===== src/gfx_pkg.sv =====
`default_nettype none

package gfx_pkg;

    // horizontal line runs sync, back porch, visible, front porch
    localparam int H_VISIBLE  = 32;
    localparam int H_FRONT    = 2;
    localparam int H_SYNC     = 4;
    localparam int H_BACK     = 2;
    localparam int H_TOTAL    = H_SYNC + H_BACK + H_VISIBLE + H_FRONT;
    localparam int H_DE_START = H_SYNC + H_BACK;

    // vertical frame follows the same order in lines
    localparam int V_VISIBLE  = 8;
    localparam int V_FRONT    = 1;
    localparam int V_SYNC     = 2;
    localparam int V_BACK     = 1;
    localparam int V_TOTAL    = V_SYNC + V_BACK + V_VISIBLE + V_FRONT;
    localparam int V_DE_START = V_SYNC + V_BACK;

    // counter and visible coordinate widths
    localparam int X_W        = 6;
    localparam int Y_W        = 4;
    localparam int VIS_X_W    = 5;
    localparam int VIS_Y_W    = 3;
    localparam int SCAN_Y_LSB = 16;

    localparam int FRAME_PIXELS = H_VISIBLE * V_VISIBLE;
    localparam int PIX_IDX_W    = VIS_X_W + VIS_Y_W;
    localparam int PIX_BITS     = 4;
    localparam int DATA_W       = 32;
    localparam int PIX_PER_WORD = DATA_W / PIX_BITS;
    localparam int NIB_SEL_W    = 3;
    localparam int FB_WORDS     = FRAME_PIXELS / PIX_PER_WORD;
    localparam int FB_ADDR_W    = 5;
    localparam int RGB_W        = 3 * PIX_BITS;

    localparam int AXI_ADDR_W = 8;
    localparam int STRB_W     = DATA_W / 8;

    // byte address map
    localparam logic [AXI_ADDR_W-1:0] ADDR_FB_BASE = 8'h00;
    localparam logic [AXI_ADDR_W-1:0] ADDR_SCROLL  = 8'h80;
    localparam logic [AXI_ADDR_W-1:0] ADDR_SCANPOS = 8'h84;

    localparam logic [1:0] RESP_OKAY   = 2'b00;
    localparam logic [1:0] RESP_SLVERR = 2'b10;

    // read data source
    localparam logic [1:0] RD_SEL_FB     = 2'd0;
    localparam logic [1:0] RD_SEL_SCROLL = 2'd1;
    localparam logic [1:0] RD_SEL_SCAN   = 2'd2;
    localparam logic [1:0] RD_SEL_NONE   = 2'd3;

endpackage

`default_nettype wire


===== src/gfx_axil_slave.sv =====
`timescale 1ns/10ps
`default_nettype none

module gfx_axil_slave
    import gfx_pkg::*;
(
    input  wire                   vga_clk,
    input  wire                   rst,
    input  wire  [AXI_ADDR_W-1:0] s_axil_awaddr_i,
    input  wire                   s_axil_awvalid_i,
    output logic                  s_axil_awready_o,
    input  wire  [DATA_W-1:0]     s_axil_wdata_i,
    input  wire  [STRB_W-1:0]     s_axil_wstrb_i,
    input  wire                   s_axil_wvalid_i,
    output logic                  s_axil_wready_o,
    output logic [1:0]            s_axil_bresp_o,
    output logic                  s_axil_bvalid_o,
    input  wire                   s_axil_bready_i,
    input  wire  [AXI_ADDR_W-1:0] s_axil_araddr_i,
    input  wire                   s_axil_arvalid_i,
    output logic                  s_axil_arready_o,
    output logic [DATA_W-1:0]     s_axil_rdata_o,
    output logic [1:0]            s_axil_rresp_o,
    output logic                  s_axil_rvalid_o,
    input  wire                   s_axil_rready_i,
    output logic                  fb_we_o,
    output logic [FB_ADDR_W-1:0]  fb_addr_o,
    output logic [DATA_W-1:0]     fb_wdata_o,
    input  wire  [DATA_W-1:0]     fb_rdata_i,
    output logic [FB_ADDR_W-1:0]  scroll_words_o,
    input  wire  [DATA_W-1:0]     scan_pos_i
);

    logic                 aw_go;
    logic                 ar_go;
    logic                 wr_fire;
    logic                 rd_fire;
    logic                 wr_fb_hit;
    logic                 wr_scroll_hit;
    logic                 rd_s1_valid;
    logic [1:0]           rd_s1_sel;
    logic [FB_ADDR_W-1:0] scroll_q;

    function automatic logic is_fb(input logic [AXI_ADDR_W-1:0] addr);
        logic [AXI_ADDR_W-1:0] offset;
        offset = addr - ADDR_FB_BASE;
        return offset < AXI_ADDR_W'(FB_WORDS * 4);
    endfunction

    function automatic logic [FB_ADDR_W-1:0] fb_word(input logic [AXI_ADDR_W-1:0] addr);
        logic [AXI_ADDR_W-1:0] offset;
        offset = addr - ADDR_FB_BASE;
        return offset[FB_ADDR_W+1:2];
    endfunction

    function automatic logic [1:0] rd_decode(input logic [AXI_ADDR_W-1:0] addr);
        logic [1:0] sel;
        if (is_fb(addr)) begin
            sel = RD_SEL_FB;
        end else if (addr[AXI_ADDR_W-1:2] == ADDR_SCROLL[AXI_ADDR_W-1:2]) begin
            sel = RD_SEL_SCROLL;
        end else if (addr[AXI_ADDR_W-1:2] == ADDR_SCANPOS[AXI_ADDR_W-1:2]) begin
            sel = RD_SEL_SCAN;
        end else begin
            sel = RD_SEL_NONE;
        end
        return sel;
    endfunction

    // a write acceptance always wins the shared port A
    assign aw_go = s_axil_awvalid_i && s_axil_wvalid_i && !s_axil_bvalid_o && !s_axil_awready_o;
    assign ar_go = s_axil_arvalid_i && !s_axil_arready_o && !rd_s1_valid &&
                   !s_axil_rvalid_o && !aw_go;

    assign wr_fire = s_axil_awready_o && s_axil_awvalid_i && s_axil_wvalid_i;
    assign rd_fire = s_axil_arready_o && s_axil_arvalid_i;

    assign wr_fb_hit     = is_fb(s_axil_awaddr_i);
    assign wr_scroll_hit = s_axil_awaddr_i[AXI_ADDR_W-1:2] == ADDR_SCROLL[AXI_ADDR_W-1:2];

    assign fb_we_o    = wr_fire && wr_fb_hit;
    assign fb_addr_o  = wr_fire ? fb_word(s_axil_awaddr_i) : fb_word(s_axil_araddr_i);
    assign fb_wdata_o = s_axil_wdata_i;

    assign scroll_words_o = scroll_q;

    always_ff @(posedge vga_clk or posedge rst) begin
        if (rst) begin
            s_axil_awready_o <= 1'b0;
            s_axil_wready_o  <= 1'b0;
            s_axil_bvalid_o  <= 1'b0;
            s_axil_arready_o <= 1'b0;
            s_axil_rvalid_o  <= 1'b0;
            rd_s1_valid      <= 1'b0;
            scroll_q         <= '0;
        end else begin
            s_axil_awready_o <= aw_go;
            s_axil_wready_o  <= aw_go;
            if (wr_fire) begin
                s_axil_bvalid_o <= 1'b1;
                if (wr_scroll_hit) begin
                    scroll_q <= s_axil_wdata_i[FB_ADDR_W-1:0];
                end
            end else if (s_axil_bready_i) begin
                s_axil_bvalid_o <= 1'b0;
            end

            // stage 1 waits for the RAM, stage 2 is the R channel
            s_axil_arready_o <= ar_go;
            rd_s1_valid      <= rd_fire;
            if (rd_s1_valid) begin
                s_axil_rvalid_o <= 1'b1;
            end else if (s_axil_rready_i) begin
                s_axil_rvalid_o <= 1'b0;
            end
        end
    end

    always_ff @(posedge vga_clk) begin
        if (wr_fire) begin
            s_axil_bresp_o <= (wr_fb_hit || wr_scroll_hit) ? RESP_OKAY : RESP_SLVERR;
        end
        if (rd_fire) begin
            rd_s1_sel <= rd_decode(s_axil_araddr_i);
        end
        if (rd_s1_valid) begin
            s_axil_rresp_o <= (rd_s1_sel == RD_SEL_NONE) ? RESP_SLVERR : RESP_OKAY;
            case (rd_s1_sel)
                RD_SEL_FB:     s_axil_rdata_o <= fb_rdata_i;
                RD_SEL_SCROLL: s_axil_rdata_o <= DATA_W'(scroll_q);
                RD_SEL_SCAN:   s_axil_rdata_o <= scan_pos_i;
                default:       s_axil_rdata_o <= '0;
            endcase
        end
    end

    bvalid_hold: assert property (@(posedge vga_clk) disable iff (rst)
        s_axil_bvalid_o && !s_axil_bready_i |=> s_axil_bvalid_o && $stable(s_axil_bresp_o))
        else $error("BVALID dropped before BREADY");

    // byte lanes are not supported, only full words
    full_word_write: assert property (@(posedge vga_clk) disable iff (rst)
        wr_fire |-> s_axil_wstrb_i == '1)
        else $error("partial write strobe seen");

endmodule

`default_nettype wire


===== src/gfx_framebuffer.sv =====
`timescale 1ns/10ps
`default_nettype none

module gfx_framebuffer
    import gfx_pkg::*;
(
    input  wire                  vga_clk,
    input  wire                  a_we_i,
    input  wire  [FB_ADDR_W-1:0] a_addr_i,
    input  wire  [DATA_W-1:0]    a_wdata_i,
    output logic [DATA_W-1:0]    a_rdata_o,
    input  wire  [FB_ADDR_W-1:0] b_addr_i,
    output logic [DATA_W-1:0]    b_rdata_o
);

    logic [DATA_W-1:0] mem [FB_WORDS];

    // bus side port returns old data on a same-address write
    always_ff @(posedge vga_clk) begin
        if (a_we_i) begin
            mem[a_addr_i] <= a_wdata_i;
        end
        a_rdata_o <= mem[a_addr_i];
    end

    // scan-out port is read only
    always_ff @(posedge vga_clk) begin
        b_rdata_o <= mem[b_addr_i];
    end

endmodule

`default_nettype wire


===== src/gfx_pixel_fetch.sv =====
`timescale 1ns/10ps
`default_nettype none

module gfx_pixel_fetch
    import gfx_pkg::*;
(
    input  wire                  vga_clk,
    input  wire                  rst,
    input  wire                  de_i,
    input  wire                  hsync_i,
    input  wire                  vsync_i,
    input  wire  [PIX_IDX_W-1:0] pix_index_i,
    input  wire                  frame_start_i,
    input  wire  [FB_ADDR_W-1:0] scroll_words_i,
    output logic [FB_ADDR_W-1:0] rd_addr_o,
    input  wire  [DATA_W-1:0]    rd_data_i,
    output logic                 hsync_o,
    output logic                 vsync_o,
    output logic                 de_o,
    output logic [RGB_W-1:0]     rgb_o
);

    logic [NIB_SEL_W-1:0] nib_sel;
    logic [FB_ADDR_W-1:0] word_idx;
    logic                 fetch_slot;
    logic                 latch_slot;
    logic                 last_fetch;
    logic [FB_ADDR_W-1:0] fetch_scroll;
    logic [FB_ADDR_W-1:0] scroll_pend;
    logic [FB_ADDR_W-1:0] scroll_q;
    logic [DATA_W-1:0]    cur_word;
    logic [PIX_BITS-1:0]  nibble;
    logic [RGB_W-1:0]     color;

    assign nib_sel  = pix_index_i[NIB_SEL_W-1:0];
    assign word_idx = pix_index_i[PIX_IDX_W-1:NIB_SEL_W];

    // address goes out two pixels before the word boundary, data comes back one later
    assign fetch_slot = de_i && (nib_sel == NIB_SEL_W'(PIX_PER_WORD - 2));
    assign latch_slot = de_i && (nib_sel == NIB_SEL_W'(PIX_PER_WORD - 1));

    // the final fetch of a frame is word 0 of the next frame
    assign last_fetch   = fetch_slot && (pix_index_i == PIX_IDX_W'(FRAME_PIXELS - 2));
    assign fetch_scroll = last_fetch ? scroll_words_i : scroll_q;

    // word index wraps mod FB_WORDS by width
    assign rd_addr_o = word_idx + FB_ADDR_W'(1) + fetch_scroll;

    always_ff @(posedge vga_clk or posedge rst) begin
        if (rst) begin
            scroll_pend <= '0;
            scroll_q    <= '0;
            cur_word    <= '0;
        end else begin
            if (last_fetch) begin
                scroll_pend <= scroll_words_i;
            end
            // same value the first word was fetched with
            if (frame_start_i) begin
                scroll_q <= scroll_pend;
            end
            if (latch_slot) begin
                cur_word <= rd_data_i;
            end
        end
    end

    // little-endian nibble order within the word
    assign nibble = cur_word[nib_sel * PIX_BITS +: PIX_BITS];

    // red = c, green = ~c, blue = c with halves swapped
    assign color = {nibble, ~nibble,
                    nibble[PIX_BITS/2-1:0], nibble[PIX_BITS-1:PIX_BITS/2]};

    always_ff @(posedge vga_clk or posedge rst) begin
        if (rst) begin
            hsync_o <= 1'b1;
            vsync_o <= 1'b1;
            de_o    <= 1'b0;
            rgb_o   <= '0;
        end else begin
            hsync_o <= hsync_i;
            vsync_o <= vsync_i;
            de_o    <= de_i;
            rgb_o   <= de_i ? color : '0;
        end
    end

    frame_start_at_origin: assert property (@(posedge vga_clk) disable iff (rst)
        frame_start_i |-> de_i && (pix_index_i == '0))
        else $error("frame start away from first visible pixel");

endmodule

`default_nettype wire


===== src/gfx_raster_timing.sv =====
`timescale 1ns/10ps
`default_nettype none

module gfx_raster_timing
    import gfx_pkg::*;
(
    input  wire                  vga_clk,
    input  wire                  rst,
    output logic                 hsync_o,
    output logic                 vsync_o,
    output logic                 de_o,
    output logic [PIX_IDX_W-1:0] pix_index_o,
    output logic                 frame_start_o,
    output logic [DATA_W-1:0]    scan_pos_o
);

    logic [X_W-1:0]     x_q;
    logic [Y_W-1:0]     y_q;
    logic               h_act;
    logic               v_act;
    logic [VIS_X_W-1:0] vis_x;
    logic [VIS_Y_W-1:0] vis_y;

    always_ff @(posedge vga_clk or posedge rst) begin
        if (rst) begin
            x_q <= '0;
            y_q <= '0;
        end else begin
            if (x_q == X_W'(H_TOTAL - 1)) begin
                x_q <= '0;
                if (y_q == Y_W'(V_TOTAL - 1)) begin
                    y_q <= '0;
                end else begin
                    y_q <= y_q + Y_W'(1);
                end
            end else begin
                x_q <= x_q + X_W'(1);
            end
        end
    end

    // sync pulses are active low at the start of line and frame
    assign hsync_o = !(x_q < X_W'(H_SYNC));
    assign vsync_o = !(y_q < Y_W'(V_SYNC));

    assign h_act = (x_q >= X_W'(H_DE_START)) && (x_q < X_W'(H_DE_START + H_VISIBLE));
    assign v_act = (y_q >= Y_W'(V_DE_START)) && (y_q < Y_W'(V_DE_START + V_VISIBLE));
    assign de_o  = h_act && v_act;

    assign vis_x = VIS_X_W'(x_q - X_W'(H_DE_START));
    assign vis_y = VIS_Y_W'(y_q - Y_W'(V_DE_START));

    // line length is a power of two, so the index is just y:x
    assign pix_index_o   = de_o ? {vis_y, vis_x} : '0;
    assign frame_start_o = de_o && (vis_x == '0) && (vis_y == '0);

    assign scan_pos_o = {{(DATA_W - SCAN_Y_LSB - Y_W){1'b0}}, y_q,
                         {(SCAN_Y_LSB - X_W){1'b0}}, x_q};

    de_after_hsync: assert property (@(posedge vga_clk) disable iff (rst)
        $rose(de_o) |-> hsync_o)
        else $error("display enable rose inside hsync pulse");

endmodule

`default_nettype wire


===== src/gfx_top.sv =====
`timescale 1ns/10ps
`default_nettype none

module gfx_top
    import gfx_pkg::*;
(
    input  wire                   vga_clk,
    input  wire                   rst,
    input  wire  [AXI_ADDR_W-1:0] s_axil_awaddr_i,
    input  wire                   s_axil_awvalid_i,
    output logic                  s_axil_awready_o,
    input  wire  [DATA_W-1:0]     s_axil_wdata_i,
    input  wire  [STRB_W-1:0]     s_axil_wstrb_i,
    input  wire                   s_axil_wvalid_i,
    output logic                  s_axil_wready_o,
    output logic [1:0]            s_axil_bresp_o,
    output logic                  s_axil_bvalid_o,
    input  wire                   s_axil_bready_i,
    input  wire  [AXI_ADDR_W-1:0] s_axil_araddr_i,
    input  wire                   s_axil_arvalid_i,
    output logic                  s_axil_arready_o,
    output logic [DATA_W-1:0]     s_axil_rdata_o,
    output logic [1:0]            s_axil_rresp_o,
    output logic                  s_axil_rvalid_o,
    input  wire                   s_axil_rready_i,
    output logic                  hsync_o,
    output logic                  vsync_o,
    output logic                  de_o,
    output logic [RGB_W-1:0]      rgb_o
);

    logic                 fb_we;
    logic [FB_ADDR_W-1:0] fb_addr;
    logic [DATA_W-1:0]    fb_wdata;
    logic [DATA_W-1:0]    fb_rdata;
    logic [FB_ADDR_W-1:0] scroll_words;
    logic [DATA_W-1:0]    scan_pos;
    logic                 de;
    logic                 hsync;
    logic                 vsync;
    logic [PIX_IDX_W-1:0] pix_index;
    logic                 frame_start;
    logic [FB_ADDR_W-1:0] scan_addr;
    logic [DATA_W-1:0]    scan_data;

    gfx_axil_slave i_gfx_axil_slave (
        .vga_clk          (vga_clk),
        .rst              (rst),
        .s_axil_awaddr_i  (s_axil_awaddr_i),
        .s_axil_awvalid_i (s_axil_awvalid_i),
        .s_axil_awready_o (s_axil_awready_o),
        .s_axil_wdata_i   (s_axil_wdata_i),
        .s_axil_wstrb_i   (s_axil_wstrb_i),
        .s_axil_wvalid_i  (s_axil_wvalid_i),
        .s_axil_wready_o  (s_axil_wready_o),
        .s_axil_bresp_o   (s_axil_bresp_o),
        .s_axil_bvalid_o  (s_axil_bvalid_o),
        .s_axil_bready_i  (s_axil_bready_i),
        .s_axil_araddr_i  (s_axil_araddr_i),
        .s_axil_arvalid_i (s_axil_arvalid_i),
        .s_axil_arready_o (s_axil_arready_o),
        .s_axil_rdata_o   (s_axil_rdata_o),
        .s_axil_rresp_o   (s_axil_rresp_o),
        .s_axil_rvalid_o  (s_axil_rvalid_o),
        .s_axil_rready_i  (s_axil_rready_i),
        .fb_we_o          (fb_we),
        .fb_addr_o        (fb_addr),
        .fb_wdata_o       (fb_wdata),
        .fb_rdata_i       (fb_rdata),
        .scroll_words_o   (scroll_words),
        .scan_pos_i       (scan_pos)
    );

    gfx_framebuffer i_gfx_framebuffer (
        .vga_clk   (vga_clk),
        .a_we_i    (fb_we),
        .a_addr_i  (fb_addr),
        .a_wdata_i (fb_wdata),
        .a_rdata_o (fb_rdata),
        .b_addr_i  (scan_addr),
        .b_rdata_o (scan_data)
    );

    gfx_raster_timing i_gfx_raster_timing (
        .vga_clk       (vga_clk),
        .rst           (rst),
        .hsync_o       (hsync),
        .vsync_o       (vsync),
        .de_o          (de),
        .pix_index_o   (pix_index),
        .frame_start_o (frame_start),
        .scan_pos_o    (scan_pos)
    );

    gfx_pixel_fetch i_gfx_pixel_fetch (
        .vga_clk        (vga_clk),
        .rst            (rst),
        .de_i           (de),
        .hsync_i        (hsync),
        .vsync_i        (vsync),
        .pix_index_i    (pix_index),
        .frame_start_i  (frame_start),
        .scroll_words_i (scroll_words),
        .rd_addr_o      (scan_addr),
        .rd_data_i      (scan_data),
        .hsync_o        (hsync_o),
        .vsync_o        (vsync_o),
        .de_o           (de_o),
        .rgb_o          (rgb_o)
    );

endmodule

`default_nettype wire

===== config.mk =====
export PLATFORM = sky130hd
export DESIGN_NAME = gfx_top
export DESIGN_NICKNAME = d
export VERILOG_FILES = /design/src/gfx_pkg.sv /design/src/gfx_axil_slave.sv /design/src/gfx_framebuffer.sv /design/src/gfx_pixel_fetch.sv /design/src/gfx_raster_timing.sv /design/src/gfx_top.sv
export SDC_FILE = /design/constraint.sdc
export NUM_CORES = 1
export LEC_CHECK = 0
export BUFFER_PORTS_ARGS = -buffer_cell sky130_fd_sc_hd__buf_2
export CAP_MARGIN = 20
export CORE_MARGIN = 1.5
export CORE_UTILIZATION = 29
export CTS_BUF_LIST = sky130_fd_sc_hd__clkbuf_8
export DETAILED_ROUTE_END_ITERATION = 10
export GPL_TIMING_DRIVEN = 1
export PLACE_DENSITY = 0.43
export SLEW_MARGIN = 20
export SYNTH_ARGS = -nofsm -noshare
export SYNTH_HDL_FRONTEND = slang
export SYNTH_SLANG_ARGS = --single-unit

===== constraint.sdc =====
create_clock -name vga_clk -period 5.54 [get_ports vga_clk]
set_clock_uncertainty 0.2 [all_clocks]
set_input_delay 0 -clock vga_clk [delete_from_list [all_inputs] [get_ports vga_clk]]
set_output_delay 0 -clock vga_clk [all_outputs]
set_load 0.02 [all_outputs]

==> results of run 1 <==
## routing by layer
metal,up-vias,share of wire [%]
met5,-,0.014
met4,4,2.6
met3,280,6.2
met2,1357,49
met1,16980,42
li1,12150,-
## logic make-up (layout without fill, tap and decap cells)
| group | Yosys count | after routing | synth area share [%] |
|---|---|---|---|
| flip-flops | 1197 | 1197 | 65.91 |
| multiplexers | 646 | 646 | 25.72 |
| AND/OR/NAND/NOR | 346 | 346 | 3.068 |
| AO/OA/AOI/OAI | 230 | 230 | 3.158 |
| buffers and inverters | 214 | 770 | 1.699 |
| XOR/XNOR | 11 | 11 | 0.1817 |
| adder cells (fa/ha/maj) | 10 | 10 | 0.2502 |
| other | 1 | 6 | 0.007074 |
## sequential cells by signal (all words and copies together) (netlist names), 2 cells and up
name,cells
i_gfx_pixel_fetch.scroll_q,5
i_gfx_axil_slave.s_axil_rdata_o,32
i_gfx_pixel_fetch.scroll_pend,5
i_gfx_framebuffer.b_rdata_o,32
i_gfx_pixel_fetch.rgb_o,8
i_gfx_framebuffer.a_rdata_o,32
i_gfx_framebuffer.mem,1024
i_gfx_axil_slave.rd_s1_sel,2
i_gfx_raster_timing.x_q,6
i_gfx_axil_slave.scroll_words_o,5
i_gfx_pixel_fetch.cur_word,32
i_gfx_raster_timing.y_q,4
## layout make-up
cell class | instances | area [sq um] | area share (%)
flip-flops and latches | 1197 | 34940 | 55.59
multi-input cells | 1245 | 17560 | 27.94
repair buffers | 349 | 3216 | 5.115
clock buffers | 225 | 3097 | 4.926
well taps | 2370 | 2965 | 4.717
clock inverters | 172 | 978.4 | 1.556
inverters | 24 | 91.34 | 0.1453
diodes | 4 | 10.01 | 0.01592
## how the worst max path moves through the flow
stage                                                  from                               to  slack (ns)  depth (start not counted)
final                     i_gfx_axil_slave.s_axil_awready_o  i_gfx_framebuffer.a_rdata_o[16]        0.21                         13
after global placement           i_gfx_raster_timing.y_q[0]  i_gfx_framebuffer.b_rdata_o[15]        0.41                         18
after CTS                 i_gfx_axil_slave.s_axil_awready_o  i_gfx_framebuffer.a_rdata_o[16]        0.32                         13
after global routing             i_gfx_raster_timing.y_q[0]  i_gfx_framebuffer.b_rdata_o[14]        0.10                         18
after floorplan                  i_gfx_raster_timing.y_q[0]  i_gfx_framebuffer.b_rdata_o[11]        0.72                         16
after detailed placement         i_gfx_raster_timing.y_q[0]  i_gfx_framebuffer.b_rdata_o[15]        0.37                         18
## worst reg2reg max path: stages (launching register included)
cell and delay, ns:
dfrtp_1 0.39, nand3_1 0.29, buf_4 0.32, nor3_1 0.15
dlygate4sd3_1 0.57, a21oi_1 0.04, dlygate4sd3_1 0.57, buf_4 0.21
nor2_4 0.78, buf_4 0.61, a22oi_1 0.20, and3_1 0.23
o21ai_0 0.11, dlygate4sd3_1 0.59
## power breakdown
part           total [W]  internal [W]  switching, W
combinational   0.000941      0.000378      0.000562
clock            0.00797       0.00414       0.00383
sequential       0.00994       0.00989     0.0000481
## stage by stage
| stage | hold slack (ns) | power (W) |
|---|---|---|
| after CTS | 0.09893 | 0.01908 |
| after floorplan | -0.1011 | 0.01057 |
| after global routing | 0.01283 | 0.01949 |
| after global placement | 0.004352 | 0.01099 |
| after detailed placement | 0.01302 | 0.01100 |
| final | 0.01984 | 0.01884 |
## cell usage in the layout (no fill, tap or decap), types with 9 or more instances in the layout
cell type      count
mux2_2            51
nor2_1            30
clkinv_1          39
nor3_1             9
and3_1            13
a22oi_1          126
buf_4             85
nand2_1          152
nand4_1           27
nand3_1           13
and2_1            28
mux2i_1           25
buf_12            47
dfrtp_1           70
o21ai_0           27
inv_1            103
mux4_2           568
clkinv_2          31
a21oi_1           15
edfxtp_1        1060
nor2_4            41
buf_2            109
clkbuf_8         225
dlygate4sd3_1    103
dfxtp_1           64
==> metrics.md, run 1 <==
| Metric | Value |
|---|---|
| Root Driver | clkbuf_8 |
| Critical Path, Cell by Cell | nand3_1 -> buf_4 -> nor3_1 -> dlygate4sd3_1 -> a21oi_1 -> dlygate4sd3_1 -> buf_4 -> nor2_4 -> buf_4 -> a22oi_1 -> and3_1 -> o21ai_0 -> dlygate4sd3_1 |
| Clock Path Buffers | 3 |
| CP Buf/Inv Count | 6 |
| Layout fillers | between 15,000 and 20,000 |
| Slew headroom | 29.41% |
| Ys async rst share | 6.099% |
| Largest net degree at the start of global routing | 84 |
| GP Congestion | about 0.8 |
| Resize count post-CTS | 0 |
| Most frequent cells after synthesis | 1,060 x edfxtp_1, 568 x mux4_2, 152 x nand2_1 |
| Total Wirelength | between 150,000 and 200,000 microns |
| Fin cells | around 5,600 |
| I/O Buffers | 104 |
| Vias in the first global route | between 30,000 and 40,000 |
| DR iter-0 viols | 3,518 |
| Die width | ~430 microns |
| Reg2reg end | i_gfx_framebuffer.a_rdata_o[16] |
| Initial antenna violation count | 7 |
| Crit path launch type | flip-flop |
| Via Count | between 30,000 and 40,000 |
| Total grt overflow | 0 |
| Avg Inst Size Synth | 19.97 sq um |
| Top Family by Delay on Critical Path | buffers and inverters |
| I/O pin cnt | 115 |
| Via density | 5.508 |
| Layout Nets | 3,099 |
| GRT busiest layer | met2 |
| Final Cycle Share | 96.19% |
| Antenna-violating nets left | 0 |
| Max-cap violation count | 0 |
| Main flop type after synthesis | edfxtp_1 |
| Pwr Density | approximately 300 nW/um^2 |
| Slowest Stage Delay on Critical Path | roughly 0.77 ns |
| Clock tree sinks | between 1,000 and 1,500 |
| Dominant cells by area after synthesis | edfxtp_1 60%, mux4_2 24%, dfrtp_1 3.4% |
| Most common cell in the synthesized netlist | edfxtp_1 |
| Hold_sp | s_axil_wdata_i[13] |
| First-pass GRT wire length | about 260,000 microns |
| DRT Pass-1 Iters | 6 |
| Cts hold-fix bufs | between 100 and 150 |
| Residual DRC count | 0 |
| Detailed Place HPWL | ~110,000 microns |
| Setup TNS | 0 ns |
| Util after Layout | 34.71% |
| Crit-path max FO | 16 |
| Status | finished, final reports clean |
| Final setup fails | 0 |
| Met3 Use GR | 3.612% |
| Worst R2R Setup Slack | between 0.2 and 0.25 ns |
| Design area | 62,860 sq um |
| Synth cell types | 66 |
| Worst min-delay path class | input pin to flip-flop |
| Synthesis warning total | 0 |
| Post-synth EDFFs | ~1,100 |
| CP max-delay cell | nor2_4 |
| Synthesized flop and latch total | 1,197 |
| Initial Utilization | approximately 29% |
| Hold Crit Endpoint | i_gfx_framebuffer.mem[12][13] |
| Die height | between 400 and 500 microns |
| Worst Setup Path Type | flip-flop to flip-flop |
| FF-to-FF path depth | 13 |
| Site Rows | 156 |
| Worst skew pair latency | 0.95 ns |
| Placed Cells | about 5,100 |
| GRT Overall Usage | between 20% and 30% |
| Final Max Slew Viols | 0 |
| Post-Synthesis Cells | between 2,000 and 3,000 |
| Req. time, crit path | ~6.2 ns |
| Crit path DAT | roughly 6.0 ns |
| CTS tree | done |
| Worst-Margin Slew | approximately 1.1 ns |
| Final Hold Vio Count | 0 |
| GR Layer Usage met1 | 27.43% |
| Area added between synthesis and finish | 18.58% |
| Die footprint | between 150,000 and 200,000 sq um |
| Crit. End Element | flip-flop |
| Hold depth | 3 |
| Area share of the largest cell type after synthesis | around three fifths |
| Layout cells sized above 1 | between 30 and 40% |
| Routed WL per cell | ~33 microns |
| Cell area after synthesis | 53,010 sq um |
| Worst vdd ir | approximately 0.25 mV |
| Core Box Area | about 180,000 sq um |
| Final WS setup | roughly 0.21 ns |
| Post-CTS Repair Setup Buffers | 0 |
| H-tree depth | 4 |
| Pre-CTS setup slack | between 0.3 and 0.4 ns |
| CTS buffer count | between 200 and 250 |
| RSZ-0062 raised after global routing | no |
| Met2 Use GR | about a third |
| Min Tclk post-route | ~5.3 ns |
| Reg2reg start | i_gfx_axil_slave.s_axil_awready_o |
| Register area share after synthesis | around two thirds |
| Leakage | 20.50 nW |
| Max Fclk | 187.7 MHz |
| Clock Pin Slew Worst Setup and Hold Paths | approximately 0.06 ns |
| Yosys top cell by area | edfxtp_1 |
| DP Area | 57,630 sq um |
(Power assumes the default switching activity.)
==> inputs of run 2 (changes only) <==
--- a/config.mk
+++ b/config.mk
@@ -7,13 +7,16 @@
 export LEC_CHECK = 0
 export BUFFER_PORTS_ARGS = -buffer_cell sky130_fd_sc_hd__buf_2
 export CAP_MARGIN = 20
+export CELL_PAD_IN_SITES_DETAIL_PLACEMENT = 0
+export CELL_PAD_IN_SITES_GLOBAL_PLACEMENT = 2
 export CORE_MARGIN = 1.5
 export CORE_UTILIZATION = 29
 export CTS_BUF_LIST = sky130_fd_sc_hd__clkbuf_8
 export DETAILED_ROUTE_END_ITERATION = 10
 export GPL_TIMING_DRIVEN = 1
-export PLACE_DENSITY = 0.43
+export PLACE_DENSITY = 0.53
 export SLEW_MARGIN = 20
 export SYNTH_ARGS = -nofsm -noshare
 export SYNTH_HDL_FRONTEND = slang
+export SYNTH_HIERARCHICAL = 1
 export SYNTH_SLANG_ARGS = --single-unit
==> run 2 against run 1 <==
Compared with the run above:
- worst setup slack improved by 0.13 ns
- non-clock buffer count rose by 28
- highest routed layer unchanged
- via count increased by 8.3%
- largest power group unchanged
==> metrics.md, run 2 <==
| Metric | Value |
|---|---|
| Yosys top cell by area | edfxtp_1 |
| Antenna-violating nets left | 0 (unchanged) |
| Core Box Area | 185,400 sq um (+2.4%) |
| DP Area | 58,350 sq um (+1.3%) |
| Post-synth EDFFs | 1,060 (unchanged) |
| Ys async rst share | 6.099% (unchanged) |
| Req. time, crit path | 6.22 ns (about the same) |
| Final Max Slew Viols | 0 (unchanged) |
| Most common cell in the synthesized netlist | edfxtp_1 |
| Die height | 435.1 microns (+1.1%) |
| Avg Inst Size Synth | 16.63 sq um (-17%) |
| Max reg flops | 1,024 (unchanged) |
| Design area | 63,560 sq um (+1.1%) |
| CTS tree | done |
| Crit path launch type | flip-flop |
| GRT Overall Usage | 20.81% (+0.62 points) |
| FF-to-FF path depth | 19 (+6) |
| Root Driver | clkbuf_8 |
| Die width | 435.1 microns (+1.1%) |
| Most common cell after layout, fill and taps aside | edfxtp_1 |
| Min Tclk post-route | 5.198 ns (-0.1311 ns) |
| Final Cycle Share | 93.82% (-2.4 points) |
| Pwr Density | 295.1 nW/um^2 (-1.5%) |
| Initial Utilization | 29.21% (-0.062 points) |
| Worst Setup Path Type | flip-flop to flip-flop |
| Via density | 5.337 (-3.1%) |
| Via Count | 33,310 (+8.3%) |
| Total grt overflow | 0 (unchanged) |
| Hold depth | 3 (unchanged) |
| Layout Nets | 3,640 (+17%) |
| Final Hold Vio Count | 0 (unchanged) |
| Routed WL per cell | 32.15 microns (-4.0%) |
| Clock Path Buffers | 3 (unchanged) |
| Slew headroom | 24.26% (-5.1 points) |
| Largest net degree at the start of global routing | 120 (+43%) |
| Layout cells sized above 1 | 24.94% (-13 points) |
| Setup TNS | 0 ns (unchanged) |
| First-pass GRT wire length | 277,200 microns (+6.1%) |
| Synth cell types | 56 (-15%) |
| Max Fclk | 192.4 MHz (+2.5%) |
| Max-cap violation count | 0 (unchanged) |
| Layout fillers | 17,830 (+5.6%) |
| Clock Pin Slew Worst Setup and Hold Paths | 0.06 ns (about the same) |
| Area share of the largest cell type after synthesis | 58.78% (-1.3 points) |
| Worst min-delay path class | input pin to flip-flop |
| Post-Synthesis Cells | 3,257 (+23%) |
| Clock tree sinks | 1,197 (unchanged) |
| Biggest register | i_gfx_framebuffer/mem |
| I/O Buffers | 104 (unchanged) |
| Area added between synthesis and finish | 17.37% |
| RSZ-0062 raised after global routing | no |
| Die footprint | 189,300 sq um (+2.1%) |
| Crit path DAT | 5.88 ns (-0.14 ns) |
| Register area share after synthesis | 64.52% (-1.4 points) |
| CTS buffer count | 210 (-1.4%) |
| Synthesis warning total | 6 (+6) |
| Leading cell types in the layout, fill and taps excluded | 1,060 x edfxtp_1, 551 x mux2i_1, 264 x mux4_2 |
| Cell area after synthesis | 54,160 sq um (+2.2%) |
| GP Congestion | 0.7647 (-4.2%) |
| DR iter-0 viols | 2,931 (-17%) |
| Worst skew pair latency | 0.96 ns (about the same) |
| DRT Pass-1 Iters | 7 (+1) |
| Synthesized flop and latch total | 1,197 (unchanged) |
| Status | finished, final reports clean |
| Vias in the first global route | 35,050 (+9.0%) |
| Detailed Place HPWL | 110,000 microns (+2.7%) |
| Worst vdd ir | 0.2429 mV (-4.3%) |
| Worst-Margin Slew | 1.136 ns (+0.08070 ns) |
| Leakage | 24.69 nW (+20%) |
| Initial antenna violation count | 11 (+4) |
| I/O pin cnt | 115 (unchanged) |
| Final setup fails | 0 (unchanged) |
| H-tree depth | 4 (unchanged) |
| Site Rows | 158 (+1.3%) |
| Crit. End Element | flip-flop |
| Residual DRC count | 0 (unchanged) |
| Dominant cells by area after synthesis | edfxtp_1 59%, mux4_2 11%, mux2i_1 10% |
| Most frequent cells after synthesis | 1,060 x edfxtp_1, 551 x mux2i_1, 264 x mux4_2 |
| Crit-path max FO | 9 (-7) |
| Main flop type after synthesis | edfxtp_1 |
| Total Wirelength | 200,700 microns (+7.2%) |
==> run 2: cell types whose count changed after synthesis, moves of 18 or more <==
cell      previous run  this run
a22oi_1            126       224
nand2_1            152       112
nand3_1             14       101
buf_4                8       105
clkbuf_1           134        94
mux4_2             568       264
a22o_1               1        64
a31oi_1              8        33
buf_2               30        71
and2_1              28        10
mux2i_1             27       551
a21oi_1             16       100
nor3_1               9        39
==> run 2: cell families (layout without fill, tap and decap cells) <==
logic type               count (synthesis)  in the layout  share of synthesized area, %
multiplexers                           871            871                         22.33
XOR/XNOR                                 9              9                        0.1455
AND/OR/NAND/NOR                        412            412                         3.738
other                                    2             28                       0.01387
buffers and inverters                  313            791                         3.283
flip-flops                            1197           1197                         64.52
AO/OA/AOI/OAI                          443            443                         5.727
adder cells (fa/ha/maj)                 10             10                        0.2449
==> run 2: worst paths after layout <==
| check | endpoint | slack, ns | start |
|---|---|---|---|
| worst max-delay path | i_gfx_framebuffer/b_rdata_o[21] | 0.34 | i_gfx_raster_timing/x_q[2] |
| worst min-delay path | i_gfx_framebuffer/mem[0][5] | 0.04 | s_axil_wdata_i[5] |
| worst max register to register | i_gfx_framebuffer/b_rdata_o[21] | 0.34 | i_gfx_raster_timing/x_q[2] |
| worst min register to register | i_gfx_axil_slave/s_axil_arready_o | 0.25 | i_gfx_axil_slave/s_axil_arready_o |
| max in group asynchronous | i_gfx_axil_slave/rd_s1_valid | 3.60 | rst |
| min in group asynchronous | i_gfx_raster_timing/y_q[1] | 0.60 | rst |
==> run 2: area by class of cell <==
class                      count  area (sq um)  area share [%]
antenna                        4         10.01         0.01575
clock buffer                 243          3344           5.262
clock inverter               155         690.7           1.087
inverter                      16         67.56          0.1063
multi-input combinational   1769         17880           28.13
sequential                  1197         34940           54.97
tap                         2480          3103           4.882
timing repair buffer         377          3527           5.549
==> run 2: power by group <==
group          leakage, nW  switching, W  internal [W]
clock network         2.39       0.00381       0.00403
logic                 11.2      0.000570      0.000364
registers             11.1     0.0000928       0.00989
==> run 2: repair_timing <==
| item | CTS | global route |
|---|---|---|
| hold buffers | 113 | 0 |
| hold endpoints to repair | 1532 | 0 |
| resized for setup | 0 | 2 |
| buffers inserted | 0 | 0 |
| setup endpoints to repair | 0 | 14 |
==> run 2: critical path, stage by stage, from the launching register on <==
cell,delay (ns)
dfrtp_1,0.51
ha_1,0.34
nor2b_1,0.24
o311ai_2,0.20
nor3b_1,0.42
nand3_2,0.15
nor4_4,0.28
buf_4,0.24
mux2_2,0.37
fa_1,0.40
a21o_1,0.17
a21oi_1,0.16
xnor2_1,0.19
xnor2_2,0.16
or2_2,0.35
buf_4,0.21
buf_4,0.17
nor3_1,0.20
a31oi_1,0.07
nand3_1,0.08
==> run 2: metrics by stage <==
| step | std cells | setup slack, ns | total power (W) | hold slack [ns] | util [%] |
|---|---|---|---|---|---|
| after floorplan | 3279 | 0.6941 | 0.01067 | -0.3598 | - |
| after global placement | 5723 | 0.2630 | 0.01102 | -0.1638 | 31.47 |
| after detailed placement | 5723 | 0.2374 | 0.01104 | -0.1554 | 31.47 |
| after CTS | 6234 | 0.2191 | 0.01899 | 0.1148 | 34.26 |
| after global routing | 6238 | 0.001129 | 0.01940 | 0.01019 | 34.27 |
| final | 6241 | 0.3421 | 0.01876 | 0.03601 | 34.28 |
==> run 2: per-layer routing <==
layer | global-route usage (%) | share of wire (%) | vias up
met3 | 2.942 | 5.0 | 344
met5 | 0 | 0.036 | -
met1 | 27.57 | 43 | 17950
met4 | 6.655 | 2.8 | 10
li1 | - | - | 13840
met2 | 35.06 | 49 | 1165
